==> config.mk <==
export PLATFORM = sky130hd
export DESIGN_NAME = fifo_top
export DESIGN_NICKNAME = d
export VERILOG_FILES = /design/src/design/fifo_pkg.sv /design/src/design/fifo_top.sv /design/src/design/fifo_consumer.sv /design/src/design/fifo_buffer.sv /design/src/design/fifo_producer.sv
export VERILOG_INCLUDE_DIRS = /design/src /design/src/design
export SDC_FILE = /design/constraint.sdc
export NUM_CORES = 1
export LEC_CHECK = 0
export BUFFER_PORTS_ARGS = -buffer_cell sky130_fd_sc_hd__buf_4
export CORE_ASPECT_RATIO = 0.6
export CORE_MARGIN = 2
export CORE_UTILIZATION = 39
export CTS_BUF_LIST = sky130_fd_sc_hd__clkbuf_8
export DETAILED_ROUTE_END_ITERATION = 8
export SKIP_CTS_REPAIR_TIMING = 1
export SLEW_MARGIN = 20
export SYNTH_ARGS = -nofsm -noshare
export SYNTH_HDL_FRONTEND = slang
export SYNTH_SLANG_ARGS = --single-unit
==> constraint.sdc <==
create_clock -name write_clk -period 4.59 [get_ports write_clk]
set_input_delay 1.1475 -clock write_clk [delete_from_list [all_inputs] [get_ports write_clk]]
set_output_delay 1.1475 -clock write_clk [all_outputs]
set_load 0.01 [all_outputs]
==> src/design/fifo_consts.svh <==
// word width, buffer depth, pointer width and credit constants for the fifo
`ifndef FIFO_CONSTS_SVH
`define FIFO_CONSTS_SVH

// width of one data word
`define FIFO_DATA_WIDTH 16

// buffer entries, must stay a power of two so the pointers wrap on their own
`define FIFO_DEPTH 8
`define FIFO_ADDR_WIDTH 3

// one credit per buffer entry plus one for the output stage
`define FIFO_CREDITS (`FIFO_DEPTH + 1)
`define FIFO_CREDIT_WIDTH 4

`endif
==> src/design/fifo_pkg.sv <==
// fifo package with the word beat struct and the output stage state enum
`default_nettype none

`include "fifo_consts.svh"

package fifo_pkg;

	////////////////////////////////////////
	// word transport
	////////////////////////////////////////

	// one word moving between stages, valid marks a live beat
	typedef struct packed {
		logic                        valid;
		logic [`FIFO_DATA_WIDTH-1:0] data;
	} word_beat_t;

	////////////////////////////////////////
	// output stage
	////////////////////////////////////////

	// holding means read_data carries the oldest word
	typedef enum logic {
		OUT_EMPTY   = 1'b0,
		OUT_HOLDING = 1'b1
	} out_state_t;

endpackage

`default_nettype wire

==> src/design/fifo_top.sv <==
// fifo top level wiring the producer, buffer and consumer together
`timescale 1ns/100ps
`default_nettype none

`include "fifo_consts.svh"

module fifo_top (
	input  wire logic                        write_clk,
	input  wire logic                        reset_rsync,
	input  wire logic                        write_en,
	input  wire logic [`FIFO_DATA_WIDTH-1:0] write_data,
	input  wire logic                        read_en,
	output logic                             full,
	output logic [`FIFO_DATA_WIDTH-1:0]      read_data,
	output logic                             empty
);

	// accepted word into the buffer
	fifo_pkg::word_beat_t push;

	// oldest buffered word toward the output stage
	fifo_pkg::word_beat_t head;

	logic pop;
	logic credit_return;

	////////////////////////////////////////
	// stages
	////////////////////////////////////////

	fifo_producer u_producer (
		.write_clk     (write_clk),
		.reset_rsync   (reset_rsync),
		.write_en      (write_en),
		.write_data    (write_data),
		.credit_return (credit_return),
		.push          (push),
		.full          (full)
	);

	fifo_buffer u_buffer (
		.write_clk   (write_clk),
		.reset_rsync (reset_rsync),
		.push        (push),
		.pop         (pop),
		.head        (head)
	);

	fifo_consumer u_consumer (
		.write_clk     (write_clk),
		.reset_rsync   (reset_rsync),
		.head          (head),
		.read_en       (read_en),
		.pop           (pop),
		.read_data     (read_data),
		.empty         (empty),
		.credit_return (credit_return)
	);

endmodule

`default_nettype wire

==> src/design/fifo_consumer.sv <==
// fifo output stage with pop control, read data, empty flag and credit return
`timescale 1ns/100ps
`default_nettype none

`include "fifo_consts.svh"

module fifo_consumer (
	input  wire logic                        write_clk,
	input  wire logic                        reset_rsync,
	input  fifo_pkg::word_beat_t             head,
	input  wire logic                        read_en,
	output logic                             pop,
	output logic [`FIFO_DATA_WIDTH-1:0]      read_data,
	output logic                             empty,
	output logic                             credit_return
);

	fifo_pkg::out_state_t        state;
	logic [`FIFO_DATA_WIDTH-1:0] out_data;
	logic                        deliver;

	// a word leaves only when one is actually presented
	assign deliver = read_en && (state == fifo_pkg::OUT_HOLDING);

	// refill when the stage is free or is being emptied this cycle
	assign pop = head.valid && ((state == fifo_pkg::OUT_EMPTY) || deliver);

	assign empty     = (state == fifo_pkg::OUT_EMPTY);
	assign read_data = out_data;

	////////////////////////////////////////
	// output stage state
	////////////////////////////////////////

	always_ff @(posedge write_clk)
	begin
		if (reset_rsync)
		begin
			state <= fifo_pkg::OUT_EMPTY;
		end
		else if (pop)
		begin
			state <= fifo_pkg::OUT_HOLDING;
		end
		else if (deliver)
		begin
			state <= fifo_pkg::OUT_EMPTY;
		end
	end

	// loaded from the buffer head on every pop
	always_ff @(posedge write_clk)
	begin
		if (pop)
		begin
			out_data <= head.data;
		end
	end

	////////////////////////////////////////
	// credit return
	////////////////////////////////////////

	// one credit goes back per delivered word, a cycle after the read
	always_ff @(posedge write_clk)
	begin
		if (reset_rsync)
		begin
			credit_return <= 1'b0;
		end
		else
		begin
			credit_return <= deliver;
		end
	end

endmodule

`default_nettype wire

==> src/design/fifo_buffer.sv <==
// fifo storage array with wrapping write and read pointers and head view
`timescale 1ns/100ps
`default_nettype none

`include "fifo_consts.svh"

module fifo_buffer (
	input  wire logic                 write_clk,
	input  wire logic                 reset_rsync,
	input  fifo_pkg::word_beat_t      push,
	input  wire logic                 pop,
	output fifo_pkg::word_beat_t      head
);

	logic [`FIFO_DATA_WIDTH-1:0] mem [0:`FIFO_DEPTH-1];

	logic [`FIFO_ADDR_WIDTH-1:0] write_ptr;
	logic [`FIFO_ADDR_WIDTH-1:0] read_ptr;

	// one extra bit so a completely filled buffer can be counted
	logic [`FIFO_ADDR_WIDTH:0]   count;

	////////////////////////////////////////
	// storage
	////////////////////////////////////////

	// the credit scheme keeps push away from a full buffer
	always_ff @(posedge write_clk)
	begin
		if (push.valid)
		begin
			mem[write_ptr] <= push.data;
		end
	end

	////////////////////////////////////////
	// pointers and occupancy
	////////////////////////////////////////

	// pointers wrap naturally since the depth is a power of two
	always_ff @(posedge write_clk)
	begin
		if (reset_rsync)
		begin
			write_ptr <= '0;
			read_ptr  <= '0;
			count     <= '0;
		end
		else
		begin
			if (push.valid)
			begin
				write_ptr <= write_ptr + 1'b1;
			end
			if (pop)
			begin
				read_ptr <= read_ptr + 1'b1;
			end
			case ({push.valid, pop})
				2'b10:
				begin
					count <= count + 1'b1;
				end
				2'b01:
				begin
					count <= count - 1'b1;
				end
				default:
				begin
					count <= count;
				end
			endcase
		end
	end

	// oldest stored word, live as soon as it was written
	assign head.valid = (count != '0);
	assign head.data  = mem[read_ptr];

endmodule

`default_nettype wire

==> src/design/fifo_producer.sv <==
// fifo write front end with credit counter, full flag and push generation
`timescale 1ns/100ps
`default_nettype none

`include "fifo_consts.svh"

module fifo_producer (
	input  wire logic                        write_clk,
	input  wire logic                        reset_rsync,
	input  wire logic                        write_en,
	input  wire logic [`FIFO_DATA_WIDTH-1:0] write_data,
	input  wire logic                        credit_return,
	output fifo_pkg::word_beat_t             push,
	output logic                             full
);

	// credits still available to the writer
	logic [`FIFO_CREDIT_WIDTH-1:0] credit_count;
	logic                          accept;

	// out of credits means no room left anywhere downstream
	assign full = (credit_count == '0);

	// a write is taken only while a credit is held
	assign accept = write_en && !full;

	assign push.valid = accept;
	assign push.data  = write_data;

	////////////////////////////////////////
	// credit counter
	////////////////////////////////////////

	// an accept and a returned credit in one cycle cancel out
	always_ff @(posedge write_clk)
	begin
		if (reset_rsync)
		begin
			credit_count <= `FIFO_CREDIT_WIDTH'(`FIFO_CREDITS);
		end
		else
		begin
			case ({accept, credit_return})
				2'b10:
				begin
					credit_count <= credit_count - 1'b1;
				end
				2'b01:
				begin
					credit_count <= credit_count + 1'b1;
				end
				default:
				begin
					credit_count <= credit_count;
				end
			endcase
		end
	end

endmodule

`default_nettype wire

# Word-level counts from Yosys, hierarchy flattened
# Memory sizes are Yosys's and may differ from the RTL's. A register that Yosys moved wholly into a read port is not among the register bits.
# Cells that the tools add are included.
# word_totals
register_bits,16
ramBits,128
inputBits,20
out_inout_bits,18
mem_count,1
# memory_table
memory,words,word_bits,rd,rd_ports_with_merged_regs,wr,line,rtl
u_buffer.mem,8,16,1,1,1,fifo_buffer.sv:15,logic [`FIFO_DATA_WIDTH-1:0] mem [0:`FIFO_DEPTH-1];
# op_classes
n_addsub,6
n_eq_ne,4
n_mux,6
bitwise,1
n_reduce_logical,10
# ops
op,n
one-hot mux 4 bit (2 select lines),2
"adder 4 x 1 -> 4 bit, second input constant",2
"subtractor 4 x 1 -> 4 bit, second input constant",2
"adder 3 x 1 -> 3 bit, second input constant",2
nonzero test 2 bit,3
"== test 2 x 1 -> 1 bit, second input constant",2
"== test 2 bit, second input constant",2
logical NOT 4 bit,1
2-to-1 mux 1 bit,4
nonzero test 4 bit,1
logical AND 1 bit,3
logical NOT 1 bit,1
logical OR 1 bit,1
NOT 1 bit,1

# Longest topological paths before layout
# logic_depth
ltp_word,5
ltp_mapped,9
ltp_nobuf,9

# Modules after synthesis
# Synthesis repeated with hierarchy kept, for this count alone.
# unflattened
cells_unflattened,325
hier_area_um2,6508.7
# modules_own_cells
mod,n_inst,cells_each,area_per_inst_um2
fifo_buffer,1,254,5537.8
fifo_consumer,1,25,553.0
fifo_producer,1,46,417.9

# Worst setup path before layout
# OpenSTA, ideal clock, no wires.
# synth_timing
kind,in2reg
from,in read_en
to,reg u_buffer.count[3]
setup_ns,0.121
t_arrival_ns,3.563
required_ns,4.469
slack_ns,0.906
cell_stages,6
path_cell_list,inv_1 a21oi_1 ha_1 or3_1 o32ai_1 mux2_2
# synth_via
elab_chain_len,5
# synth_rtl
element,line,rtl
start: declaration,fifo_top.sv:12,"input wire logic read_en,"
logical AND 1 bit *,fifo_consumer.sv:23,assign deliver = read_en && (state == fifo_pkg::OUT_HOLDING);
logical OR 1 bit *,fifo_consumer.sv:26,assign pop = head.valid && ((state == fifo_pkg::OUT_EMPTY) || deliver);
logical AND 1 bit *,fifo_consumer.sv:26,
net pop,fifo_top.sv:24,logic pop;
== test 2 x 1 -> 1 bit or == test 2 bit (tied branches),fifo_buffer.sv:59,"case ({push.valid, pop})"
one-hot mux 4 bit (2 select lines) or nonzero test 2 bit (tied branches),-,
end signal: assignment,fifo_buffer.sv:62,count <= count + 1'b1;
end signal: assignment,fifo_buffer.sv:66,count <= count - 1'b1;
end signal: assignment,fifo_buffer.sv:70,count <= count;
end: declaration,fifo_buffer.sv:21,logic [`FIFO_ADDR_WIDTH:0] count;
# The timed path passes the listed nets; every way through them passes the cells marked *.
# A chain may end at the register's enable or synchronous reset.

# Worst setup path in the final report
# Ends and elaborated chain as after synthesis.

==> qor.txt <==
post-detailed-route DRC marker count: 0
area of the core region: 0.0155 mm^2
Critical Path Sink Type: flop
Tcrit/Tclk final: 57.1%
Site Rows: 35
I/O Pins: 38
Clock Sinks: 160
Clock H-tree levels: 4
Vert. Die Dim: 102 um
highest metal used: met4
fraction of power spent switching nets: 27.8%
DRT met1 WL: 6040 um
leakage power summed over all cells: 2.45 nW
pre-CTS setup slack: 1.53 ns
startpoint type of the worst setup path: input pin
PwrDens: 537 mW/mm^2
number of flip-flops and latches in the synthesized netlist: 160
pin count of the biggest net entering global routing: 35
number of buffers between clock root and the deepest sink: 2
worst-case headroom to the max-slew limit: 26.2%
sum of met2 wire segment lengths after detailed routing: 5180 um
worst-case setup margin in the final layout: 1.97 ns
Arrival @ worst endpoint: 2.95 ns
starting utilization of the core area: 40.4%
average routed wire per standard cell: 20.4 um
unrepaired setup endpoints after global routing: false
Placed Instance Area: 0.00682 mm^2
IR drop worst, VDD: 0.000174 V
root buffer cell: sky130_fd_sc_hd__clkbuf_8
fraction of layout instances using a drive strength above 1: 29.1%
Setup TNS: 0 ns
overall global routing resource usage: 14.6%
signed area change from the synthesized netlist to the final layout: 15.3%
Hold WC Path Type: reg2reg
Die Footprint: 0.0172 mm^2
detailed-route via count: 2944
DPL Wire Length: 7110 um
CTS tree: yes
post-layout instance count excluding filler cells: 574
placed insts: 542
share of total power in sequential cells: 50.4%
maximum fanout along the worst path: 7
initial antenna violation count: 0
Antenna diodes: 0
WL final: 11700 um
Internal Dissipation: 2.81 mW
fmax: 381 MHz
Max Slew Vio Count: 0
nets: 387
net count after synthesis: 334
number of buffers added on ports: 37
worst slew pin tran: 1.11 ns
post-layout min period: 2.62 ns
count of endpoints failing setup in the final report: 0
start-to-end type of the worst setup path: in2reg
area of the mapped netlist: 0.00628 mm^2
sequential area share after synthesis: 74.0%
required time worst endpoint: 4.92 ns
synthesized area per cell: 20.6 um^2
Die X-Extent: 168 um
TritonCTS buffer count: 17
residual antenna-violating net count after detailed routing: 0
Unique masters post-synth: 29
initial detailed-routing violation count: 233
Pre-Repair DR Iteration Count: 4
post-detailed-route via-to-cell ratio: 5.13
met3 wire len: 410 um
routability congestion estimate: 0.747
Switching Power: 1.08 mW
first-pass GRT wire length: 17700 um
final setup skew: 0.0129 ns
count of mapped cells out of synthesis: 305
combinational fraction of design power: 21.7%
synthesis warning total: 0
clock share of power: 27.9%
final instance area: 0.00724 mm^2
outcome: finished, final reports clean
Tot Pwr: 3.88 mW
number of global-route vias before repair: 2929
clock slew at reported path FFs: 0.09 ns
grt total ovfl: 0
final count of hold timing violations: 0
count of maximum capacitance violations: 0
clock latency on the worst-skew pair: 0.44 ns
cell usage in the layout (no fill, tap or decap):
master and count:
sky130_fd_sc_hd__nor2_1 19, sky130_fd_sc_hd__and3b_1 1, sky130_fd_sc_hd__or3_1 2, sky130_fd_sc_hd__nand2b_1 5, sky130_fd_sc_hd__nor3_2 2, sky130_fd_sc_hd__inv_6 3, sky130_fd_sc_hd__buf_4 47, sky130_fd_sc_hd__nor3_1 1
sky130_fd_sc_hd__xnor2_1 4, sky130_fd_sc_hd__edfxtp_1 144, sky130_fd_sc_hd__dfxtp_1 14, sky130_fd_sc_hd__clkinv_4 4, sky130_fd_sc_hd__mux4_1 25, sky130_fd_sc_hd__a211oi_1 1, sky130_fd_sc_hd__mux2i_1 4, sky130_fd_sc_hd__mux2_2 17
sky130_fd_sc_hd__a21oi_2 1, sky130_fd_sc_hd__clkbuf_8 17, sky130_fd_sc_hd__a31oi_1 2, sky130_fd_sc_hd__nor2b_1 5, sky130_fd_sc_hd__mux4_2 7, sky130_fd_sc_hd__o32ai_1 1, sky130_fd_sc_hd__ha_1 8, sky130_fd_sc_hd__nor4_1 2
sky130_fd_sc_hd__clkinvlp_4 4, sky130_fd_sc_hd__dfxtp_2 2, sky130_fd_sc_hd__bufinv_16 3, sky130_fd_sc_hd__xor2_1 5, sky130_fd_sc_hd__a21oi_1 7, sky130_fd_sc_hd__o41a_1 1, sky130_fd_sc_hd__o21ai_0 1, sky130_fd_sc_hd__inv_1 4
sky130_fd_sc_hd__nand3_1 1, sky130_fd_sc_hd__nand2_1 5, sky130_fd_sc_hd__clkinv_2 1, sky130_fd_sc_hd__fa_1 1
worst max-delay path: stages:
cell and delay [ns]:
sky130_fd_sc_hd__buf_4 0.08, sky130_fd_sc_hd__inv_1 0.05, sky130_fd_sc_hd__a21oi_2 0.37, sky130_fd_sc_hd__ha_1 0.38
sky130_fd_sc_hd__or3_1 0.39, sky130_fd_sc_hd__o32ai_1 0.15, sky130_fd_sc_hd__mux2_2 0.37
cell usage after synthesis:
library cell / number / share of area, %
sky130_fd_sc_hd__edfxtp_1: 144 / 69
sky130_fd_sc_hd__mux4_1: 25 / 10
sky130_fd_sc_hd__nor2_1: 19 / 1.1
sky130_fd_sc_hd__mux2_2: 17 / 3.0
sky130_fd_sc_hd__dfxtp_1: 16 / 5.1
sky130_fd_sc_hd__a21oi_1: 8 / 0.64
sky130_fd_sc_hd__ha_1: 8 / 1.6
sky130_fd_sc_hd__mux4_2: 7 / 2.5
sky130_fd_sc_hd__clkbuf_1: 6 / 0.36
sky130_fd_sc_hd__nand2_1: 5 / 0.30
sky130_fd_sc_hd__nand2b_1: 5 / 0.50
sky130_fd_sc_hd__nor2b_1: 5 / 0.50
sky130_fd_sc_hd__xor2_1: 5 / 0.70
sky130_fd_sc_hd__buf_6: 4 / 0.72
sky130_fd_sc_hd__inv_1: 4 / 0.24
sky130_fd_sc_hd__mux2i_1: 4 / 0.64
sky130_fd_sc_hd__xnor2_1: 4 / 0.56
sky130_fd_sc_hd__buf_2: 3 / 0.24
sky130_fd_sc_hd__nor3_1: 3 / 0.24
sky130_fd_sc_hd__a31oi_1: 2 / 0.20
sky130_fd_sc_hd__nor4_1: 2 / 0.20
sky130_fd_sc_hd__or3_1: 2 / 0.20
sky130_fd_sc_hd__a211oi_1: 1 / 0.12
sky130_fd_sc_hd__and3b_1: 1 / 0.14
sky130_fd_sc_hd__fa_1: 1 / 0.32
sky130_fd_sc_hd__nand3_1: 1 / 0.080
sky130_fd_sc_hd__o21ai_0: 1 / 0.080
sky130_fd_sc_hd__o32ai_1: 1 / 0.14
sky130_fd_sc_hd__o41a_1: 1 / 0.18
cell type report:
type	instances	area, um^2
clock buffer	17	234
clock inverter	15	186
fill	1309	8310
inverter	4	15.0
multi-input combinational	128	1550
sequential	160	4650
tap	203	254
timing repair buffer	47	353
power groups by stage:
stage	sequential, mW	combinational [mW]	clock (mW)
after detailed placement	2.00	0.854	0
after CTS	1.97	0.857	1.11
after floorplan	1.93	0.604	0
after global placement	2.00	0.846	0
final	1.96	0.843	1.08
after global routing	1.98	0.925	1.18
flip-flops by register name, summed over array words and instances, names as in the netlist:
name	cells
u_consumer.read_data	16
u_buffer.write_ptr	3
u_buffer.mem	128
u_buffer.count	4
u_consumer.state	1
u_consumer.credit_return	1
u_producer.credit_count	4
u_buffer.read_ptr	3
routing by layer:
layer | global-route usage (%) | vias up
li1 | - | 1355
met1 | 21.7 | 1526
met2 | 21.1 | 57
met3 | 3.95 | 6
met4 | 4.82 | 0
met5 | 0 | -
cell families after synthesis:
| family | after synthesis | share of synthesized area (%) |
|---|---|---|
| flip-flops | 160 | 74.0 |
| multiplexers | 53 | 16.7 |
| AND/OR/NAND/NOR | 43 | 3.29 |
| buffers and inverters | 17 | 1.55 |
| AO/OA/AOI/OAI | 14 | 1.36 |
| XOR/XNOR | 9 | 1.26 |
| adder cells (fa/ha/maj) | 9 | 1.91 |
per-stage QoR:
stage,util [%],hold slack [ns]
after floorplan,-,0.475
after detailed placement,43.9,0.495
final,46.6,0.514
after global placement,43.9,0.507
after global routing,46.6,0.556
after CTS,46.6,0.511
final timing paths:
path / start / endpoint / slack, ns / cells past startpoint
hold / removal: u_consumer.state / u_consumer.credit_return / 0.51 / 2
setup reg to reg: u_buffer.count[0] / u_buffer.count[3] / 2.05 / 6
hold reg to reg: u_consumer.state / u_consumer.credit_return / 0.51 / 2
setup / recovery: read_en / u_buffer.count[3] / 1.97 / 7
No activity file was read; power rests on OpenSTA's default activity.
